[config.mk]
export PLATFORM = sky130hd
export DESIGN_NAME = ex_stage
export DESIGN_NICKNAME = d
export VERILOG_FILES = /design/src/alu_pkg.sv /design/src/ex_pkg.sv /design/src/arith_unit.sv /design/src/bitwise_unit.sv /design/src/seq_divider.sv /design/src/alu_dispatcher.sv /design/src/ex_stage.sv
export VERILOG_INCLUDE_DIRS = /design/src /design/src/src
export SDC_FILE = /design/constraint.sdc
export NUM_CORES = 2
export LEC_CHECK = 0
export ABC_AREA = 1
export BUFFER_PORTS_ARGS = -buffer_cell sky130_fd_sc_hd__buf_4
export CAP_MARGIN = 5
export CORE_MARGIN = 3
export CORE_UTILIZATION = 40
export DETAILED_ROUTE_END_ITERATION = 10
export GPL_TIMING_DRIVEN = 0
export PLACE_DENSITY = 0.63
export SLEW_MARGIN = 20
export SYNTH_ARGS = -nofsm -noshare
export SYNTH_HDL_FRONTEND = slang
export SYNTH_SLANG_ARGS = --single-unit
[constraint.sdc]
create_clock -name clk -period 9.6 [get_ports clk]
set_clock_uncertainty 0.1 [all_clocks]
set_input_delay 0.96 -clock clk [delete_from_list [all_inputs] [get_ports clk]]
set_output_delay 0.96 -clock clk [all_outputs]
set_load 0.1 [all_outputs]
[src/ex_defines.svh]
// datapath and address widths
// divider iteration count
`ifndef EX_DEFINES_SVH
`define EX_DEFINES_SVH

`define DATA_WIDTH 32
`define ADDR_WIDTH 32

// one quotient bit per iteration
`define DIV_STEPS  `DATA_WIDTH

`endif

[src/alu_pkg.sv]
// ALU opcode enum
// functional unit opcodes and request structs
`include "ex_defines.svh"

package alu_pkg;

    typedef enum logic [4:0] {
        ALU_ADD, ALU_SUB, ALU_SLL, ALU_SLT, ALU_SLTU,
        ALU_XOR, ALU_SRL, ALU_SRA, ALU_OR, ALU_AND,
        ALU_LUI, ALU_AUIPC,
        ALU_JAL, ALU_JALR,
        ALU_BEQ, ALU_BNE, ALU_BLT, ALU_BGE, ALU_BLTU, ALU_BGEU,
        ALU_MUL, ALU_MULH, ALU_MULHSU, ALU_MULHU,
        ALU_DIV, ALU_DIVU, ALU_REM, ALU_REMU,
        ALU_CSR
    } alu_op_e;

    typedef enum logic [1:0] {
        ARITH_ADD, ARITH_SUB, ARITH_LINK
    } arith_op_e;

    typedef enum logic [2:0] {
        BW_AND, BW_OR, BW_XOR, BW_SLL, BW_SRL, BW_SRA
    } bitwise_op_e;

    typedef struct packed {
        logic [`DATA_WIDTH-1:0] a;
        logic [`DATA_WIDTH-1:0] b;
        arith_op_e              op;
        logic [`ADDR_WIDTH-1:0] pc;
        // 16-bit instruction, link is pc+2
        logic                   half_inst;
    } arith_req_t;

    typedef struct packed {
        logic [`DATA_WIDTH-1:0] a;
        logic [4:0]             shamt;
        bitwise_op_e            op;
    } bitwise_req_t;

endpackage

[src/ex_pkg.sv]
// load/store type enums
// ID/EX bundle and EX result structs
`include "ex_defines.svh"

package ex_pkg;

    typedef enum logic [2:0] {
        LD_NONE, LD_LB, LD_LH, LD_LW, LD_LBU, LD_LHU
    } ld_type_e;

    typedef enum logic [1:0] {
        ST_NONE, ST_SB, ST_SH, ST_SW
    } st_type_e;

    typedef struct packed {
        logic [`DATA_WIDTH-1:0] rs1_data;
        logic [`DATA_WIDTH-1:0] rs2_data;
        logic [`ADDR_WIDTH-1:0] pc;
        logic [`DATA_WIDTH-1:0] imm;
        logic                   sel_pc;
        logic                   sel_imm;
        alu_pkg::alu_op_e       alu_op;
        ld_type_e               ld_type;
        st_type_e               st_type;
        logic                   half_inst;
    } idex_t;

    typedef struct packed {
        logic [`DATA_WIDTH-1:0] alu_data;
        logic                   branch_taken;
        logic [`ADDR_WIDTH-1:0] branch_pc;
        logic                   ld_st;
    } ex_result_t;

endpackage

[src/arith_unit.sv]
// arith_unit: add/sub, link address, branch and jump target
`timescale 1ns/10ps
`include "ex_defines.svh"

module arith_unit (
    input  alu_pkg::arith_req_t    req,
    output logic [`DATA_WIDTH-1:0] result,
    output logic [`ADDR_WIDTH-1:0] branch_target
);
    logic [`DATA_WIDTH-1:0] sum;
    logic [`ADDR_WIDTH-1:0] link_step;
    logic [`ADDR_WIDTH-1:0] link_addr;

    assign sum = req.a + req.b;

    // compressed instructions are 2 bytes long
    assign link_step = req.half_inst ? 'd2 : 'd4;
    assign link_addr = req.pc + link_step;

    always_comb begin
        case (req.op)
            alu_pkg::ARITH_SUB:  result = req.a - req.b;
            alu_pkg::ARITH_LINK: result = link_addr;
            default:             result = sum;
        endcase
    end

    // jumps use a + b with bit 0 cleared, branches pc + offset
    assign branch_target = (req.op == alu_pkg::ARITH_LINK) ?
                           {sum[`ADDR_WIDTH-1:1], 1'b0} : req.pc + req.b;

endmodule

[src/bitwise_unit.sv]
// bitwise_unit: logic ops and shifts
`timescale 1ns/10ps
`include "ex_defines.svh"

module bitwise_unit (
    input  alu_pkg::bitwise_req_t  req,
    input  logic [`DATA_WIDTH-1:0] b,
    output logic [`DATA_WIDTH-1:0] result
);

    always_comb begin
        case (req.op)
            alu_pkg::BW_AND: result = req.a & b;
            alu_pkg::BW_OR:  result = req.a | b;
            alu_pkg::BW_XOR: result = req.a ^ b;
            alu_pkg::BW_SLL: result = req.a << req.shamt;
            alu_pkg::BW_SRL: result = req.a >> req.shamt;
            // sign bit fills from the left
            alu_pkg::BW_SRA: result = $signed(req.a) >>> req.shamt;
            default:         result = '0;
        endcase
    end

endmodule

[src/seq_divider.sv]
// seq_divider: unsigned restoring divider
// one quotient bit per clock, DLEN iterations
`timescale 1ns/10ps
`include "ex_defines.svh"

module seq_divider #(
    parameter int DLEN = `DATA_WIDTH
) (
    input  logic            clk,
    input  logic            arst_n,
    input  logic            start,
    input  logic [DLEN-1:0] dividend,
    input  logic [DLEN-1:0] divisor,
    output logic [DLEN-1:0] quotient,
    output logic [DLEN-1:0] remainder,
    output logic            ready
);
    localparam int CW = $clog2(DLEN + 1);

    typedef enum logic [1:0] {
        IDLE,
        BUSY,
        DONE
    } state_e;

    state_e          state;
    state_e          state_nxt;
    logic [CW-1:0]   step_cnt;
    logic [DLEN-1:0] part_rem;
    logic [DLEN-1:0] quot_sr;
    logic [DLEN-1:0] dvsr;
    logic [DLEN:0]   shifted;
    logic [DLEN:0]   trial;

    always_comb begin
        state_nxt = state;
        case (state)
            IDLE: begin
                if (start) begin
                    state_nxt = BUSY;
                end
            end
            BUSY: begin
                // dropping start aborts the divide
                if (!start) begin
                    state_nxt = IDLE;
                end else if (step_cnt == CW'(DLEN - 1)) begin
                    state_nxt = DONE;
                end
            end
            DONE: begin
                if (!start) begin
                    state_nxt = IDLE;
                end
            end
            default: state_nxt = IDLE;
        endcase
    end

    always_ff @(posedge clk or negedge arst_n) begin
        if (!arst_n) begin
            state    <= IDLE;
            step_cnt <= '0;
        end else begin
            state <= state_nxt;
            if (state == BUSY) begin
                step_cnt <= step_cnt + 1'b1;
            end else begin
                step_cnt <= '0;
            end
        end
    end

    // shift in next dividend bit, try subtracting divisor
    assign shifted = {part_rem, quot_sr[DLEN-1]};
    assign trial   = shifted - {1'b0, dvsr};

    always_ff @(posedge clk) begin
        if (state == IDLE && start) begin
            part_rem <= '0;
            quot_sr  <= dividend;
            dvsr     <= divisor;
        end else if (state == BUSY) begin
            // borrow set means restore
            part_rem <= trial[DLEN] ? shifted[DLEN-1:0] : trial[DLEN-1:0];
            quot_sr  <= {quot_sr[DLEN-2:0], ~trial[DLEN]};
        end
    end

    assign quotient  = quot_sr;
    assign remainder = part_rem;
    assign ready     = (state == DONE);

endmodule

[src/alu_dispatcher.sv]
// operand select, unit requests, compare and multiply
// divide sign fix-up and result select
`timescale 1ns/10ps
`include "ex_defines.svh"

module alu_dispatcher (
    input  ex_pkg::idex_t             idex,
    input  logic [`DATA_WIDTH-1:0]    csr_rdata,
    input  logic                      dcache_en,
    input  logic [`DATA_WIDTH-1:0]    arith_result,
    input  logic [`ADDR_WIDTH-1:0]    branch_target,
    input  logic [`DATA_WIDTH-1:0]    bitwise_result,
    input  logic [`DATA_WIDTH-1:0]    div_quotient,
    input  logic [`DATA_WIDTH-1:0]    div_remainder,
    input  logic                      div_ready,
    output alu_pkg::arith_req_t       arith_req,
    output alu_pkg::bitwise_req_t     bitwise_req,
    output logic [`DATA_WIDTH-1:0]    div_dividend,
    output logic [`DATA_WIDTH-1:0]    div_divisor,
    output logic                      div_start,
    output ex_pkg::ex_result_t        ex_out
);
    logic [`DATA_WIDTH-1:0]            op_a;
    logic [`DATA_WIDTH-1:0]            op_b;
    logic                              is_branch;
    logic                              div_signed;
    logic                              a_neg;
    logic                              b_neg;
    logic [`DATA_WIDTH-1:0]            cmp_a;
    logic [`DATA_WIDTH-1:0]            cmp_b;
    logic                              lt_s;
    logic                              lt_u;
    logic                              eq;
    logic                              branch_cond;
    logic signed [`DATA_WIDTH:0]       mul_a;
    logic signed [`DATA_WIDTH:0]       mul_b;
    logic signed [2*`DATA_WIDTH-1:0]   mul_prod;
    logic [`DATA_WIDTH-1:0]            quot_fix;
    logic [`DATA_WIDTH-1:0]            rem_fix;
    logic [`DATA_WIDTH-1:0]            div_data;

    assign op_a = idex.sel_pc ? idex.pc : idex.rs1_data;
    assign op_b = idex.sel_imm ? idex.imm : idex.rs2_data;

    assign is_branch = idex.alu_op inside {alu_pkg::ALU_BEQ, alu_pkg::ALU_BNE,
        alu_pkg::ALU_BLT, alu_pkg::ALU_BGE, alu_pkg::ALU_BLTU, alu_pkg::ALU_BGEU};

    always_comb begin
        arith_req.a         = op_a;
        arith_req.b         = op_b;
        arith_req.op        = alu_pkg::ARITH_ADD;
        arith_req.pc        = idex.pc;
        arith_req.half_inst = idex.half_inst;
        case (idex.alu_op)
            alu_pkg::ALU_SUB: arith_req.op = alu_pkg::ARITH_SUB;
            alu_pkg::ALU_AUIPC: begin
                arith_req.a = idex.pc;
                arith_req.b = idex.imm;
            end
            // jump target is a + b while the result is the link address
            alu_pkg::ALU_JAL, alu_pkg::ALU_JALR: begin
                arith_req.op = alu_pkg::ARITH_LINK;
                arith_req.a  = (idex.alu_op == alu_pkg::ALU_JALR) ? idex.rs1_data : idex.pc;
                arith_req.b  = idex.imm;
            end
            default: begin
                if (is_branch) begin
                    arith_req.b = idex.imm;
                end
            end
        endcase
    end

    always_comb begin
        bitwise_req.a     = op_a;
        bitwise_req.shamt = op_b[4:0];
        case (idex.alu_op)
            alu_pkg::ALU_OR:  bitwise_req.op = alu_pkg::BW_OR;
            alu_pkg::ALU_XOR: bitwise_req.op = alu_pkg::BW_XOR;
            alu_pkg::ALU_SLL: bitwise_req.op = alu_pkg::BW_SLL;
            alu_pkg::ALU_SRL: bitwise_req.op = alu_pkg::BW_SRL;
            alu_pkg::ALU_SRA: bitwise_req.op = alu_pkg::BW_SRA;
            default:          bitwise_req.op = alu_pkg::BW_AND;
        endcase
    end

    // branches always compare the two registers
    assign cmp_a = is_branch ? idex.rs1_data : op_a;
    assign cmp_b = is_branch ? idex.rs2_data : op_b;
    assign eq    = (cmp_a == cmp_b);
    assign lt_s  = ($signed(cmp_a) < $signed(cmp_b));
    assign lt_u  = (cmp_a < cmp_b);

    always_comb begin
        case (idex.alu_op)
            alu_pkg::ALU_BEQ:  branch_cond = eq;
            alu_pkg::ALU_BNE:  branch_cond = !eq;
            alu_pkg::ALU_BLT:  branch_cond = lt_s;
            alu_pkg::ALU_BGE:  branch_cond = !lt_s;
            alu_pkg::ALU_BLTU: branch_cond = lt_u;
            alu_pkg::ALU_BGEU: branch_cond = !lt_u;
            alu_pkg::ALU_JAL, alu_pkg::ALU_JALR: branch_cond = 1'b1;
            default:           branch_cond = 1'b0;
        endcase
    end

    // one 33x33 signed multiplier covers all four variants
    assign mul_a = {(idex.alu_op inside {alu_pkg::ALU_MULH, alu_pkg::ALU_MULHSU})
                    & op_a[`DATA_WIDTH-1], op_a};
    assign mul_b = {(idex.alu_op == alu_pkg::ALU_MULH) & op_b[`DATA_WIDTH-1], op_b};
    assign mul_prod = mul_a * mul_b;

    assign div_start  = idex.alu_op inside {alu_pkg::ALU_DIV, alu_pkg::ALU_DIVU,
                                            alu_pkg::ALU_REM, alu_pkg::ALU_REMU};
    assign div_signed = idex.alu_op inside {alu_pkg::ALU_DIV, alu_pkg::ALU_REM};
    assign a_neg      = div_signed & op_a[`DATA_WIDTH-1];
    assign b_neg      = div_signed & op_b[`DATA_WIDTH-1];
    assign div_dividend = a_neg ? -op_a : op_a;
    assign div_divisor  = b_neg ? -op_b : op_b;

    always_comb begin
        if (op_b == '0) begin
            quot_fix = '1;
            rem_fix  = op_a;
        end else begin
            quot_fix = (a_neg ^ b_neg) ? -div_quotient : div_quotient;
            rem_fix  = a_neg ? -div_remainder : div_remainder;
        end
        if (!div_ready) begin
            div_data = '0;
        end else if (idex.alu_op inside {alu_pkg::ALU_REM, alu_pkg::ALU_REMU}) begin
            div_data = rem_fix;
        end else begin
            div_data = quot_fix;
        end
    end

    always_comb begin
        case (idex.alu_op)
            alu_pkg::ALU_ADD, alu_pkg::ALU_SUB, alu_pkg::ALU_AUIPC,
            alu_pkg::ALU_JAL, alu_pkg::ALU_JALR:
                ex_out.alu_data = arith_result;
            alu_pkg::ALU_AND, alu_pkg::ALU_OR, alu_pkg::ALU_XOR,
            alu_pkg::ALU_SLL, alu_pkg::ALU_SRL, alu_pkg::ALU_SRA:
                ex_out.alu_data = bitwise_result;
            alu_pkg::ALU_SLT:  ex_out.alu_data = {{(`DATA_WIDTH-1){1'b0}}, lt_s};
            alu_pkg::ALU_SLTU: ex_out.alu_data = {{(`DATA_WIDTH-1){1'b0}}, lt_u};
            alu_pkg::ALU_LUI:  ex_out.alu_data = idex.imm;
            alu_pkg::ALU_MUL:  ex_out.alu_data = mul_prod[`DATA_WIDTH-1:0];
            alu_pkg::ALU_MULH, alu_pkg::ALU_MULHSU, alu_pkg::ALU_MULHU:
                ex_out.alu_data = mul_prod[2*`DATA_WIDTH-1:`DATA_WIDTH];
            alu_pkg::ALU_DIV, alu_pkg::ALU_DIVU, alu_pkg::ALU_REM, alu_pkg::ALU_REMU:
                ex_out.alu_data = div_data;
            alu_pkg::ALU_CSR:  ex_out.alu_data = csr_rdata;
            default:           ex_out.alu_data = '0;
        endcase
        ex_out.branch_taken = branch_cond;
        ex_out.branch_pc    = branch_target;
        ex_out.ld_st        = dcache_en && (idex.ld_type != ex_pkg::LD_NONE ||
                                            idex.st_type != ex_pkg::ST_NONE);
    end

endmodule

[src/ex_stage.sv]
// ex_stage: execute stage top, dispatcher plus functional units
`timescale 1ns/10ps
`include "ex_defines.svh"

module ex_stage (
    input  logic                   clk,
    input  logic                   arst_n,
    input  ex_pkg::idex_t          idex,
    input  logic [`DATA_WIDTH-1:0] csr_rdata,
    input  logic                   dcache_en,
    output ex_pkg::ex_result_t     ex_out,
    output logic                   stall_req
);
    alu_pkg::arith_req_t    arith_req;
    alu_pkg::bitwise_req_t  bitwise_req;
    logic [`DATA_WIDTH-1:0] arith_result;
    logic [`ADDR_WIDTH-1:0] branch_target;
    logic [`DATA_WIDTH-1:0] bitwise_result;
    logic [`DATA_WIDTH-1:0] div_dividend;
    logic [`DATA_WIDTH-1:0] div_divisor;
    logic [`DATA_WIDTH-1:0] div_quotient;
    logic [`DATA_WIDTH-1:0] div_remainder;
    logic                   div_start;
    logic                   div_ready;

    alu_dispatcher u_dispatch (
        .idex           (idex),
        .csr_rdata      (csr_rdata),
        .dcache_en      (dcache_en),
        .arith_result   (arith_result),
        .branch_target  (branch_target),
        .bitwise_result (bitwise_result),
        .div_quotient   (div_quotient),
        .div_remainder  (div_remainder),
        .div_ready      (div_ready),
        .arith_req      (arith_req),
        .bitwise_req    (bitwise_req),
        .div_dividend   (div_dividend),
        .div_divisor    (div_divisor),
        .div_start      (div_start),
        .ex_out         (ex_out)
    );

    arith_unit u_arith (
        .req           (arith_req),
        .result        (arith_result),
        .branch_target (branch_target)
    );

    // logic ops share the second operand with the adder
    bitwise_unit u_bitwise (
        .req    (bitwise_req),
        .b      (arith_req.b),
        .result (bitwise_result)
    );

    seq_divider #(
        .DLEN (`DATA_WIDTH)
    ) u_div (
        .clk       (clk),
        .arst_n    (arst_n),
        .start     (div_start),
        .dividend  (div_dividend),
        .divisor   (div_divisor),
        .quotient  (div_quotient),
        .remainder (div_remainder),
        .ready     (div_ready)
    );

    // hold the pipeline until the divider finishes
    assign stall_req = div_start & ~div_ready;

endmodule

==> key figures <==
STA
  • Final hold vios: 0
  • Slack of the critical path: -1.19 ns
  • RSZ-0062 raised after global routing: yes
  • Max Transition Viols Final: 0
  • Sum Neg Setup Slack: -19.84 ns
  • Fin crit share: 112%
  • Slew headroom: 5.48%
  • Final setup violating endpoints: 37
  • Final min period: 10.79 ns
  • Worst hold margin: 0.284 ns
  • Worst-margin pin slew: 1.41 ns
  • FMAX: 92.7 MHz

Clock tree
  • Clock transition at the registers of the reported paths: 0.09 ns
  • Worst-Skew Late Latency: 0.37 ns
  • Root Buffer: clkbuf_16
  • H-tree depth: 3
  • CTS tree: done
  • Clock sink count: 104
  • Deepest clock path buffer count: 2
  • CTS Hold Buffers Added: 0
  • Inserted Clock Buffers: 9

Global route
  • First-pass GRT wire length: 639000 microns
  • All-Layer GR Usage: 53.6%
  • Remaining Overflow, GRT: 0
  • Vias in the first global route: 77500
  • Largest net degree at the start of global routing: 33
  • Initial antenna violation count: 67

Logic synthesis
  • Cell taking the most area after synthesis: fa_1
  • Synth top cells by count: nand2_1 (2875), inv_1 (2045), fa_1 (1130)
  • Post-synthesis cell count: 10300
  • Syn_nets: 12100
  • Synthesized area per cell: 6.57 sq um
  • Synth cell types: 61
  • Seq/Total Area, Yosys: 4.07%
  • Count leader, synth: nand2_1
  • #FFs+latches synth: 104
  • Number of synthesized flops with an enable pin: 64
  • Area fraction of the dominant cell type after synthesis: 33.3%
  • Mapped cell area: 67900 sq um
  • Synth Warn #: 0
  • Post-synth ARST share: 7.69%
  • Synth Flop Type: edfxtp_1
  • Synth area leaders: fa_1 (33%), nand2_1 (16%), inv_1 (11%)

Critical path
  • Worst reg-to-reg path cell count: 16
  • WP data required: 8.54 ns
  • Critical Path Start Type: input pin
  • R2r endpoint: u_div.remainder[25]
  • Critical path endpoint: ex_out[48]
  • CP max FO: 10
  • Arrival @ worst endpoint: 9.73 ns
  • CP startpoint: idex[7]
  • Startpoint of the worst register-to-register path: u_div.quotient[31]
  • CP Capture Type: output port
  • Reg-to-reg slack, setup: 5.90 ns
  • Crit Path Category: in2out

Run status
  • Failing checks: setup timing
  • Status: finished, violations left

Routing
  • Antenna-violating nets left: 0
  • Via count: 82400
  • Drt pass-1 iters: 9
  • DRC violation total after the first TritonRoute iteration: 13600
  • Routed WL: 484000 microns
  • Residual DRC: 0
  • Average wire per standard cell: 36.6 microns
  • Vias per cell: 6.24

Floorplanning
  • Placeable Area: 168000 sq um
  • IO Count: 243
  • Starting Density: 40.4%
  • Height of the chip: 418 microns
  • DIE WIDTH: 418 microns
  • Cell Rows: 150
  • Die ar.: 175000 sq um

Placement
  • Count of input and output buffers: 240
  • Worst slack, placed: -3.06 ns
  • Dpl hpwl: 395000 microns
  • Placed insts: 12800
  • Gp weighted congestion: 1.21

Finish
  • Final Non-Filler Cells: 13200
  • Reg area: 2760 sq um
  • Share of layout cells above drive strength 1: 16.2%
  • Synth-to-Final Area Change: 23.3%
  • # fillers: 16700
  • Final nets: 12700
  • Multi-input gate area: 59700 sq um

Job
  • Total of max-cap violations: 0

Min path
  • Min-delay worst type: in2async
-- worst max-delay path: stages --
cell	delay (ns)
buf_4	0.20
clkinvlp_4	0.25
nand2_1	0.25
inv_2	0.15
nor2_2	0.63
nand2_1	0.18
inv_2	0.28
clkdlybuf4s15_1	0.91
a31oi_2	0.64
inv_1	0.76
ha_1	0.45
inv_1	0.49
nand2_1	0.27
inv_1	0.13
nand2_1	0.52
nor3_1	0.54
nand2_1	0.10
nand2_1	0.13
a21oi_1	0.07
o21ai_0	0.44
nand3_1	0.18
nand2_1	0.31
nand4_1	0.49
buf_12	0.35
-- layer usage --
layer	GRT usage (%)	routed length, microns	up-vias
met5	0.583	493	-
met2	71.0	182000	7335
met3	26.3	79400	2057
li1	-	-	32900
met1	65.0	170000	40000
met4	43.4	52000	24
-- final cells by class --
cell class,instances,share of cell area [%]
well taps,2204,3.29
clock inverters,7,0.0956
inverters,2068,9.62
diodes,42,0.125
multi-input cells,7722,71.3
repair buffers,623,7.22
flip-flops and latches,104,3.30
plain buffers,427,4.82
clock buffers,9,0.269
-- cell usage in the layout, fill, tap and decap left out, types with 38 or more instances in the layout --
cell / synthesis / layout
a21oi_1: 348 / 289
buf_12: 0 / 101
buf_2: 57 / 41
buf_4: 10 / 510
buf_6: 10 / 76
clkbuf_1: 281 / 122
clkbuf_16: 0 / 51
clkbuf_2: 0 / 38
diode_2: 0 / 42
edfxtp_1: 64 / 64
fa_1: 1130 / 1073
fa_2: 0 / 57
ha_1: 442 / 396
ha_4: 0 / 46
inv_1: 2045 / 1907
inv_2: 11 / 96
nand2_1: 2875 / 2679
nand2_2: 7 / 127
nand2_4: 0 / 65
nand3_1: 739 / 680
nand4_1: 118 / 118
nor2_1: 992 / 869
nor2_2: 6 / 48
nor2_4: 2 / 83
nor3_1: 58 / 51
o211ai_1: 38 / 38
o21ai_0: 478 / 395
o21ai_1: 44 / 64
o21ai_4: 1 / 51
xor2_1: 111 / 109
-- state kept, by name, summed over array words and instances (netlist names) --
name / count
u_div.state: 2
u_div.step_cnt: 6
u_div.quotient: 32
u_div.remainder: 32
u_div.dvsr: 32
-- metrics by stage --
step	util, %	area, sq um
finish	49.9	83800
global route	49.8	83700
CTS	48.6	81600
detailed placement	43.8	73500
global placement	43.4	72900
floorplan	-	68300
-- worst min path at each step --
stage,endpoint,cells past startpoint,startpoint
4_1_cts,u_div.step_cnt[4],1,arst_n
3_3_place_gp,u_div.step_cnt[0],1,u_div.step_cnt[0]
6_report,u_div.step_cnt[0],1,arst_n
2_1_floorplan,u_div.step_cnt[0],1,u_div.step_cnt[0]
5_1_grt,u_div.step_cnt[0],1,arst_n
3_5_place_dp,u_div.step_cnt[0],1,u_div.step_cnt[0]
-- kinds of logic (layout without fill, tap and decap cells) --
logic type | count (synthesis) | after routing | share of synthesized area [%]
buffers and inverters | 2509 | 3134 | 14.1
other | 0 | 42 | 0
multiplexers | 1 | 1 | 0.0147
AND/OR/NAND/NOR | 4874 | 4874 | 29.2
XOR/XNOR | 135 | 135 | 1.74
adder cells (fa/ha/maj) | 1572 | 1572 | 41.4
flip-flops | 104 | 104 | 4.07
AO/OA/AOI/OAI | 1140 | 1140 | 9.37
-- what timing repair did --
item                                     CTS  global route
pin swaps                                240           245
resized for setup                       1501           402
cloned                                     6             5
setup buffers                            264            83
endpoints found under the setup margin    32            35
Power is not shown: default switching activity piles up to over one toggle a cycle in this logic, so the estimate is an artifact.
